[config.mk]
export PLATFORM = sky130hd
export DESIGN_NAME = cpuCore
export DESIGN_NICKNAME = d
export VERILOG_FILES = /design/src/common/isaPkg.sv /design/src/common/pipePkg.sv /design/src/decode/decodeStage.sv /design/src/decode/regFile.sv /design/src/execute/executeStage.sv /design/src/hdl/cpuCore.sv /design/src/hdl/fetchStage.sv /design/src/hdl/memWbStage.sv
export VERILOG_INCLUDE_DIRS = /design/src /design/src/common
export SDC_FILE = /design/constraint.sdc
export NUM_CORES = 2
export LEC_CHECK = 0
export BUFFER_PORTS_ARGS = -buffer_cell sky130_fd_sc_hd__buf_2
export CORE_MARGIN = 1.5
export CORE_UTILIZATION = 60
export DETAILED_ROUTE_END_ITERATION = 8
export PLACE_DENSITY = 0.77
export SYNTH_ARGS = -nofsm -noshare
export SYNTH_HDL_FRONTEND = slang
export SYNTH_SLANG_ARGS = --single-unit
[constraint.sdc]
create_clock -name clk -period 9.7 [get_ports clk]
set_input_delay 1.455 -clock clk [delete_from_list [all_inputs] [get_ports clk]]
set_output_delay 1.455 -clock clk [all_outputs]
set_load 0.03 [all_outputs]
[src/common/cpu_macros.svh]
////////////////////
// core-wide constants
// word and register index widths, reset PC,
// data memory depth
////////////////////

`ifndef CPU_MACROS_SVH
`define CPU_MACROS_SVH

`define XLEN       32
`define REG_ADDR_W 5

// start of the text segment
`define RESET_PC   32'h00400000

`define DMEM_WORDS 64

`endif

[src/common/isaPkg.sv]
////////////////////
// ISA encoding types
// words, register indices, opcodes, ALU ops
////////////////////

`include "cpu_macros.svh"

package isaPkg;

    typedef logic [`XLEN-1:0]       word_t;
    typedef logic [`REG_ADDR_W-1:0] regAddr_t;

    // only the opcodes the core implements
    typedef enum logic [6:0] {
        opLoad  = 7'b0000011,
        opStore = 7'b0100011,
        opOp    = 7'b0110011,
        opOpImm = 7'b0010011,
        opNone  = 7'b0000000
    } opcode_e;

    typedef enum logic [2:0] {
        aluAdd = 3'b000,
        aluSub = 3'b001,
        aluAnd = 3'b010,
        aluOr  = 3'b011,
        aluSlt = 3'b101
    } aluOp_e;

endpackage : isaPkg

[src/common/pipePkg.sv]
////////////////////
// pipeline control types
// result source, immediate format, forward select
////////////////////

package pipePkg;

    typedef enum logic {
        resAlu = 1'b0,
        resMem = 1'b1
    } resultSrc_e;

    typedef enum logic {
        immI = 1'b0,
        immS = 1'b1
    } immSrc_e;

    typedef enum logic [1:0] {
        fwdNone = 2'b00,
        fwdWb   = 2'b01,
        fwdMem  = 2'b10
    } forward_e;

endpackage : pipePkg

[src/decode/decodeStage.sv]
////////////////////
// main and ALU decoders, immediate
// extension, decode/execute register
////////////////////

`timescale 1ns/1ns

module decodeStage (
    input  logic                clk,
    input  logic                rst,
    input  isaPkg::word_t       instrD,
    input  isaPkg::word_t       rd1,
    input  isaPkg::word_t       rd2,
    output isaPkg::regAddr_t    rs1,
    output isaPkg::regAddr_t    rs2,
    output isaPkg::word_t       rd1E,
    output isaPkg::word_t       rd2E,
    output isaPkg::word_t       immE,
    output isaPkg::regAddr_t    rs1E,
    output isaPkg::regAddr_t    rs2E,
    output isaPkg::regAddr_t    rdE,
    output isaPkg::aluOp_e      aluOpE,
    output logic                aluSrcE,
    output logic                regWriteE,
    output logic                memWriteE,
    output pipePkg::resultSrc_e resultSrcE
);

    isaPkg::opcode_e     opcode;
    logic [2:0]          funct3;
    logic                funct7b5;

    logic                useFunct;  // ALU op comes from funct fields
    logic                regWriteD, memWriteD, aluSrcD;
    pipePkg::resultSrc_e resultSrcD;
    pipePkg::immSrc_e    immSrcD;
    isaPkg::aluOp_e      aluOpD;
    isaPkg::word_t       immD;

    assign opcode   = isaPkg::opcode_e'(instrD[6:0]);
    assign funct3   = instrD[14:12];
    assign funct7b5 = instrD[30];
    assign rs1      = instrD[19:15];
    assign rs2      = instrD[24:20];

    always_comb begin
        useFunct   = 1'b0;
        regWriteD  = 1'b0;
        memWriteD  = 1'b0;
        aluSrcD    = 1'b0;
        resultSrcD = pipePkg::resAlu;
        immSrcD    = pipePkg::immI;
        case (opcode)
            isaPkg::opLoad: begin
                regWriteD  = 1'b1;
                aluSrcD    = 1'b1;
                resultSrcD = pipePkg::resMem;
            end
            isaPkg::opStore: begin
                memWriteD = 1'b1;
                aluSrcD   = 1'b1;
                immSrcD   = pipePkg::immS;
            end
            isaPkg::opOp: begin
                useFunct  = 1'b1;
                regWriteD = 1'b1;
            end
            isaPkg::opOpImm: begin
                useFunct  = 1'b1;
                regWriteD = 1'b1;
                aluSrcD   = 1'b1;
            end
            default: ;  // not implemented, no side effects
        endcase
    end

    // sub only for R-type, addi ignores bit 30
    always_comb begin
        aluOpD = isaPkg::aluAdd;
        if (useFunct) begin
            case (funct3)
                3'b000:  aluOpD = (instrD[5] && funct7b5) ? isaPkg::aluSub : isaPkg::aluAdd;
                3'b010:  aluOpD = isaPkg::aluSlt;
                3'b110:  aluOpD = isaPkg::aluOr;
                3'b111:  aluOpD = isaPkg::aluAnd;
                default: aluOpD = isaPkg::aluAdd;
            endcase
        end
    end

    assign immD = (immSrcD == pipePkg::immS) ?
                  {{20{instrD[31]}}, instrD[31:25], instrD[11:7]} :
                  {{20{instrD[31]}}, instrD[31:20]};

    always_ff @(posedge clk) begin
        if (rst) begin
            rd1E       <= '0;
            rd2E       <= '0;
            immE       <= '0;
            rs1E       <= '0;
            rs2E       <= '0;
            rdE        <= '0;
            aluOpE     <= isaPkg::aluAdd;
            aluSrcE    <= 1'b0;
            regWriteE  <= 1'b0;
            memWriteE  <= 1'b0;
            resultSrcE <= pipePkg::resAlu;
        end else begin
            rd1E       <= rd1;
            rd2E       <= rd2;
            immE       <= immD;
            rs1E       <= rs1;
            rs2E       <= rs2;
            rdE        <= instrD[11:7];
            aluOpE     <= aluOpD;
            aluSrcE    <= aluSrcD;
            regWriteE  <= regWriteD;
            memWriteE  <= memWriteD;
            resultSrcE <= resultSrcD;
        end
    end

endmodule : decodeStage

[src/decode/regFile.sv]
////////////////////
// 32 x 32 register file
////////////////////

`timescale 1ns/1ns

module regFile (
    input  logic             clk,
    input  logic             rst,
    input  isaPkg::regAddr_t rs1,
    input  isaPkg::regAddr_t rs2,
    input  isaPkg::regAddr_t rdW,
    input  isaPkg::word_t    resultW,
    input  logic             regWriteW,
    output isaPkg::word_t    rd1,
    output isaPkg::word_t    rd2
);

    isaPkg::word_t regs [32];

    // falling edge write, so decode sees it in the same cycle
    always_ff @(negedge clk) begin
        if (rst) begin
            for (int i = 0; i < 32; i++) begin
                regs[i] <= '0;
            end
        end else if (regWriteW && rdW != '0) begin
            regs[rdW] <= resultW;
        end
    end

    assign rd1 = (rs1 == '0) ? '0 : regs[rs1];
    assign rd2 = (rs2 == '0) ? '0 : regs[rs2];

endmodule : regFile

[src/execute/executeStage.sv]
////////////////////
// forwarding, operand muxes, ALU
// and execute/memory register
////////////////////

`timescale 1ns/1ns

module executeStage (
    input  logic                clk,
    input  logic                rst,
    input  isaPkg::word_t       rd1E,
    input  isaPkg::word_t       rd2E,
    input  isaPkg::word_t       immE,
    input  isaPkg::regAddr_t    rs1E,
    input  isaPkg::regAddr_t    rs2E,
    input  isaPkg::regAddr_t    rdE,
    input  isaPkg::aluOp_e      aluOpE,
    input  logic                aluSrcE,
    input  logic                regWriteE,
    input  logic                memWriteE,
    input  pipePkg::resultSrc_e resultSrcE,
    input  isaPkg::word_t       resultW,
    input  isaPkg::regAddr_t    rdW,
    input  logic                regWriteW,
    output isaPkg::word_t       aluResultM,
    output isaPkg::word_t       writeDataM,
    output isaPkg::regAddr_t    rdM,
    output logic                regWriteM,
    output logic                memWriteM,
    output pipePkg::resultSrc_e resultSrcM
);

    pipePkg::forward_e fwdA, fwdB;
    isaPkg::word_t     srcA, srcB, writeDataE, aluResultE;

    // newest producer wins, x0 never forwarded
    function automatic pipePkg::forward_e fwdSel(isaPkg::regAddr_t rs);
        if (rs != '0 && regWriteM && rs == rdM)
            return pipePkg::fwdMem;
        else if (rs != '0 && regWriteW && rs == rdW)
            return pipePkg::fwdWb;
        else
            return pipePkg::fwdNone;
    endfunction

    function automatic isaPkg::word_t fwdMux(pipePkg::forward_e sel, isaPkg::word_t regVal);
        case (sel)
            pipePkg::fwdMem: return aluResultM;
            pipePkg::fwdWb:  return resultW;
            default:         return regVal;
        endcase
    endfunction

    assign fwdA       = fwdSel(rs1E);
    assign fwdB       = fwdSel(rs2E);
    assign srcA       = fwdMux(fwdA, rd1E);
    assign writeDataE = fwdMux(fwdB, rd2E);
    assign srcB       = aluSrcE ? immE : writeDataE;

    always_comb begin
        case (aluOpE)
            isaPkg::aluSub: aluResultE = srcA - srcB;
            isaPkg::aluAnd: aluResultE = srcA & srcB;
            isaPkg::aluOr:  aluResultE = srcA | srcB;
            isaPkg::aluSlt: aluResultE = {31'd0, $signed(srcA) < $signed(srcB)};
            default:        aluResultE = srcA + srcB;
        endcase
    end

    always_ff @(posedge clk) begin
        if (rst) begin
            aluResultM <= '0;
            writeDataM <= '0;
            rdM        <= '0;
            regWriteM  <= 1'b0;
            memWriteM  <= 1'b0;
            resultSrcM <= pipePkg::resAlu;
        end else begin
            aluResultM <= aluResultE;
            writeDataM <= writeDataE;
            rdM        <= rdE;
            regWriteM  <= regWriteE;
            memWriteM  <= memWriteE;
            resultSrcM <= resultSrcE;
        end
    end

    // a store never writes back
    noWriteOnStore: assert property (@(posedge clk) disable iff (rst)
        !(regWriteM && memWriteM));

endmodule : executeStage

[src/hdl/cpuCore.sv]
////////////////////
// five-stage RV32I subset core
// stage blocks and register file
////////////////////

`timescale 1ns/1ns

module cpuCore (
    input  logic             clk,
    input  logic             rst,
    input  isaPkg::word_t    instr,
    input  isaPkg::word_t    readData,
    output isaPkg::word_t    pc,
    output isaPkg::word_t    aluResult,
    output isaPkg::word_t    writeData,
    output logic             memWrite,
    output logic             wbEn,
    output isaPkg::regAddr_t wbRd,
    output isaPkg::word_t    wbResult
);

    isaPkg::word_t       instrD;
    isaPkg::regAddr_t    rs1, rs2;
    isaPkg::word_t       rd1, rd2;

    isaPkg::word_t       rd1E, rd2E, immE;
    isaPkg::regAddr_t    rs1E, rs2E, rdE;
    isaPkg::aluOp_e      aluOpE;
    logic                aluSrcE, regWriteE, memWriteE;
    pipePkg::resultSrc_e resultSrcE;

    isaPkg::word_t       aluResultM, writeDataM;
    isaPkg::regAddr_t    rdM;
    logic                regWriteM, memWriteM;
    pipePkg::resultSrc_e resultSrcM;

    isaPkg::word_t       resultW;
    isaPkg::regAddr_t    rdW;
    logic                regWriteW;

    fetchStage uFetch (
        .clk    (clk),
        .rst    (rst),
        .instr  (instr),
        .pc     (pc),
        .instrD (instrD)
    );

    decodeStage uDecode (
        .clk        (clk),
        .rst        (rst),
        .instrD     (instrD),
        .rd1        (rd1),
        .rd2        (rd2),
        .rs1        (rs1),
        .rs2        (rs2),
        .rd1E       (rd1E),
        .rd2E       (rd2E),
        .immE       (immE),
        .rs1E       (rs1E),
        .rs2E       (rs2E),
        .rdE        (rdE),
        .aluOpE     (aluOpE),
        .aluSrcE    (aluSrcE),
        .regWriteE  (regWriteE),
        .memWriteE  (memWriteE),
        .resultSrcE (resultSrcE)
    );

    regFile uRegFile (
        .clk       (clk),
        .rst       (rst),
        .rs1       (rs1),
        .rs2       (rs2),
        .rdW       (rdW),
        .resultW   (resultW),
        .regWriteW (regWriteW),
        .rd1       (rd1),
        .rd2       (rd2)
    );

    executeStage uExecute (
        .clk        (clk),
        .rst        (rst),
        .rd1E       (rd1E),
        .rd2E       (rd2E),
        .immE       (immE),
        .rs1E       (rs1E),
        .rs2E       (rs2E),
        .rdE        (rdE),
        .aluOpE     (aluOpE),
        .aluSrcE    (aluSrcE),
        .regWriteE  (regWriteE),
        .memWriteE  (memWriteE),
        .resultSrcE (resultSrcE),
        .resultW    (resultW),
        .rdW        (rdW),
        .regWriteW  (regWriteW),
        .aluResultM (aluResultM),
        .writeDataM (writeDataM),
        .rdM        (rdM),
        .regWriteM  (regWriteM),
        .memWriteM  (memWriteM),
        .resultSrcM (resultSrcM)
    );

    memWbStage uMemWb (
        .clk        (clk),
        .rst        (rst),
        .aluResultM (aluResultM),
        .readData   (readData),
        .rdM        (rdM),
        .regWriteM  (regWriteM),
        .resultSrcM (resultSrcM),
        .resultW    (resultW),
        .rdW        (rdW),
        .regWriteW  (regWriteW)
    );

    // data memory port, memory stage
    assign aluResult = aluResultM;
    assign writeData = writeDataM;
    assign memWrite  = memWriteM;

    assign wbEn     = regWriteW;
    assign wbRd     = rdW;
    assign wbResult = resultW;

endmodule : cpuCore

[src/hdl/fetchStage.sv]
////////////////////
// program counter and
// fetch/decode register
////////////////////

`timescale 1ns/1ns

`include "cpu_macros.svh"

module fetchStage (
    input  logic          clk,
    input  logic          rst,
    input  isaPkg::word_t instr,
    output isaPkg::word_t pc,
    output isaPkg::word_t instrD
);

    always_ff @(posedge clk) begin
        if (rst) begin
            pc     <= `RESET_PC;
            instrD <= '0;   // decodes as not implemented
        end else begin
            pc     <= pc + 32'd4;
            instrD <= instr;
        end
    end

    pcAligned: assert property (@(posedge clk) disable iff (rst) pc[1:0] == 2'b00);

endmodule : fetchStage

[src/hdl/memWbStage.sv]
////////////////////
// memory/writeback register
// and result select
////////////////////

`timescale 1ns/1ns

module memWbStage (
    input  logic                clk,
    input  logic                rst,
    input  isaPkg::word_t       aluResultM,
    input  isaPkg::word_t       readData,
    input  isaPkg::regAddr_t    rdM,
    input  logic                regWriteM,
    input  pipePkg::resultSrc_e resultSrcM,
    output isaPkg::word_t       resultW,
    output isaPkg::regAddr_t    rdW,
    output logic                regWriteW
);

    isaPkg::word_t       aluResultW, readDataW;
    pipePkg::resultSrc_e resultSrcW;

    always_ff @(posedge clk) begin
        if (rst) begin
            aluResultW <= '0;
            readDataW  <= '0;
            rdW        <= '0;
            regWriteW  <= 1'b0;
            resultSrcW <= pipePkg::resAlu;
        end else begin
            aluResultW <= aluResultM;
            readDataW  <= readData;   // load data captured in the memory cycle
            rdW        <= rdM;
            regWriteW  <= regWriteM;
            resultSrcW <= resultSrcM;
        end
    end

    assign resultW = (resultSrcW == pipePkg::resMem) ? readDataW : aluResultW;

    resultSrcKnown: assert property (@(posedge clk) disable iff (rst)
        regWriteW |-> !$isunknown(resultSrcW));

endmodule : memWbStage

==> flow_metrics.py <==
metrics = {
    "synth": {
        "synth-edff-count": 1024,
        "ys.flop_type": "edfxtp_1",
        "synth_compound_area_share_pct": 10.2,
        "yosys.area_share.simple_pct": 11.6,
        "yosysUniqueCellTypes": 90,
        "ys_top_cells_by_area": "edfxtp_1 (45%), dfxtp_1 (8.9%), mux4_2 (8.5%), nor2_1 (6.8%), mux2i_1 (6.3%)",
        "async_flop_share_pct": 0,
        "synth-seq-cells": 1327,
        "synth_warnings": 0,
        "syn_inst": 5980,
        "synth_top_area_share_pct": 45.3,
        "synth.area.mux_share_pct": 17.5,
        "synth_fa_ha_area_share_pct": 1.85,
        "netlist_area_um2": 67900,
        "yosysTopAreaCell": "edfxtp_1",
        "synth_top_family_by_area": "multiplexers",
        "syn_area_per_cell_um2": 11.3,
        "seq_area_frac_synth_pct": 54.2,
        "synthXorXnorAreaFrac_pct": 0.748,
    },
    "layout": {
        "final_layout_size_suffix_gt1_share_pct": 15.6,
        "final_common_cell": "nor2_1",
        "final_nets": 7162,
        "final_cell_mix": "nor2_1 (1,238), inv_1 (1,179), edfxtp_1 (1,024)",
        "synthToLayoutAreaGrowth_pct": 16.9,
    },
    "place": {
        "gp_congestion": 0.928,
        "io_buffers": 198,
        "pre_cts_slack_ns": 1.03,
        "dp_hpwl_um": 141000,
    },
    "cts": {
        "post_cts_buffers": 0,
        "cts_resized": 0,
        "cts-root-buf": "clkbuf_16",
        "clk_latency_ns": 0.78,
        "numCtsBuffers": 146,
        "cts_tree": "done",
        "cts_num_sinks": 1327,
        "cts_buffer_depth": 3,
        "ctsHoldBuffers": 0,
        "ctsHtreeMaxLevel": 4,
        "clkTransAtPathRegs_ns": 0.06,
    },
    "timing": {
        "final_hold_viol_count": 0,
        "setup_tns_ns": 0,
        "finClkSkew_ns": 0.0435,
        "setup_slack_ns": 1.68,
        "finalMaxSlewViolations": 0,
        "setup_viol": 0,
        "tightest_slew_ns": 1.33,
        "rsz0062_at_grt": "no",
        "relSlewSlack_pct": 9.19,
    },
    "grt": {
        "grt_pass1_wl_um": 332000,
        "grt_start_max_net_pins": 141,
        "overflow": 0,
        "grt_usage_pct": 38.4,
        "grt_antenna_before_repair": 8,
        "first_global_vias": 57200,
    },
    "worst_setup_path": {
        "slowest_stage": "nand2_2",
        "cp_common_cell": "buf_4",
        "worstPathRequired_ns": 5.22,
        "crit_path_max_incr_delay_ns": 0.67,
        "end_kind": "flip-flop",
        "path_max_fanout": 42,
        "cp_top_family": "simple AND/OR/NAND/NOR gates",
        "worst-path-buf-inv": 3,
        "cp_cell_sequence": "buf_8 > nor2b_1 > nor4b_1 > buf_4 > nand2_1 > buf_4 > nand2_2",
        "cp-start-kind": "input pin",
        "crit_arrival_ns": 3.55,
        "critPathKind": "in -> reg",
    },
    "route": {
        "routed_wl_um": 227000,
        "via_per_inst": 6.57,
        "num_vias": 56600,
        "dr.pass1.iters": 9,
        "initialDrtViolationCount": 9049,
        "routedWlPerCell_um": 26.3,
        "route.antenna.remaining_nets": 0,
        "post-route-drc-count": 0,
    },
    "floorplanning": {
        "start_util_pct": 60.4,
        "rows": 123,
        "dieWidth_um": 339,
        "core_um2": 112000,
        "ios": 201,
        "fp.dieH_um": 339,
        "dieArea_um2": 115000,
    },
    "worst_hold_path": {
        "hp-class": "reg -> reg",
    },
    "power_and_ir_drop": {
        "vdd_drop_max_mv": 0.213,
        "powerDensity_nw_per_um2": 201,
        "power_leakage_uw": 0.0321,
    },
    "status": {
        "status": "completed",
    },
    "job": {
        "maxCapViolCount": 0,
    },
}
-- metrics by stage --
stage	cells	power (µW)	hold WS [ns]	utilization, %	cell area, µm²
3_5_place_dp	7326	9040	0.412	62.9	70700
6_report	8615	15900	0.422	70.6	79300
3_3_place_gp	7326	8990	0.406	62.9	70700
2_1_floorplan	6013	8370	0.397	-	68000
5_1_grt	8613	16500	0.446	70.6	79300
4_1_cts	8612	15800	0.420	70.6	79300
-- cell type report --
type                       count  area [µm²]
antenna                        3        7.51
tap                         1500        1880
fill                        7630       33000
multi-input combinational   4018       29100
clock buffer                 166        3910
sequential                  1327       36900
clock inverter              1121        4760
timing repair buffer         347        2330
inverter                     133         499
-- sequential cells by signal (all words and copies together) (netlist names), 3 cells and up --
signal	count
uDecode.rd1E	32
uDecode.rs2E	5
uDecode.immE	12
uRegFile.regs	1024
uDecode.rs1E	5
uMemWb.rdW	5
uMemWb.readDataW	32
uExecute.rdM	5
uExecute.aluResultM	32
uDecode.aluOpE	3
uFetch.pc	30
uFetch.instrD	32
uDecode.rdE	5
uMemWb.aluResultW	32
uDecode.rd2E	32
uExecute.writeDataM	32
-- kinds of logic after synthesis --
group / count (synthesis)
AO/OA/AOI/OAI: 1125
XOR/XNOR: 58
adder cells (fa/ha/maj): 99
buffers and inverters: 668
flip-flops: 1327
multiplexers: 846
other: 1
AND/OR/NAND/NOR: 1856
-- final timing paths --
| check | start | end | slack [ns] | cells past startpoint |
|---|---|---|---|---|
| worst max-delay path | rst | uRegFile.regs[28][22] | 1.68 | 7 |
| worst min-delay path | uFetch.instrD[12] | uDecode.aluOpE[0] | 0.42 | 1 |
| worst max register to register | uMemWb.rdW[3] | uRegFile.regs[11][0] | 1.88 | 4 |
| worst min register to register | uFetch.instrD[12] | uDecode.aluOpE[0] | 0.42 | 1 |
-- worst register-to-register path, cell delays in order (launching register included) --
cell and delay, ns:
dfxtp_1 0.75, buf_4 0.32, nor3b_1 0.58, nand2_1 0.18, nand2_2 0.73
-- synth_stat cells, drive strengths merged, types with 16 or more instances --
master  instances
o21ai         288
ha             97
mux2          161
nor2b         147
xor2           33
mux2i         429
o22ai         137
clkbuf        412
dfxtp         303
a21o           20
nand3          22
o221ai        137
inv           134
a211oi         21
a21oi         403
mux4          256
nand2         228
xnor2          25
nor3           93
and2           37
nand4          16
buf           122
edfxtp       1024
nor2         1239
-- layer usage --
metal / global-route usage [%] / wire, µm / vias up
li1: - / - / 23900
met3: 14.8 / 34000 / 964
met4: 22.8 / 12800 / 12
met2: 59.4 / 104000 / 4848
met1: 45.7 / 75500 / 26900
met5: 0 / 79 / -
-- where the power goes --
group	internal, µW	leakage (µW)	switching, µW
clock	3840	0.00787	3640
combinational	631	0.0111	1260
sequential	6370	0.0131	176
Power figures use the tool's default switching activity.
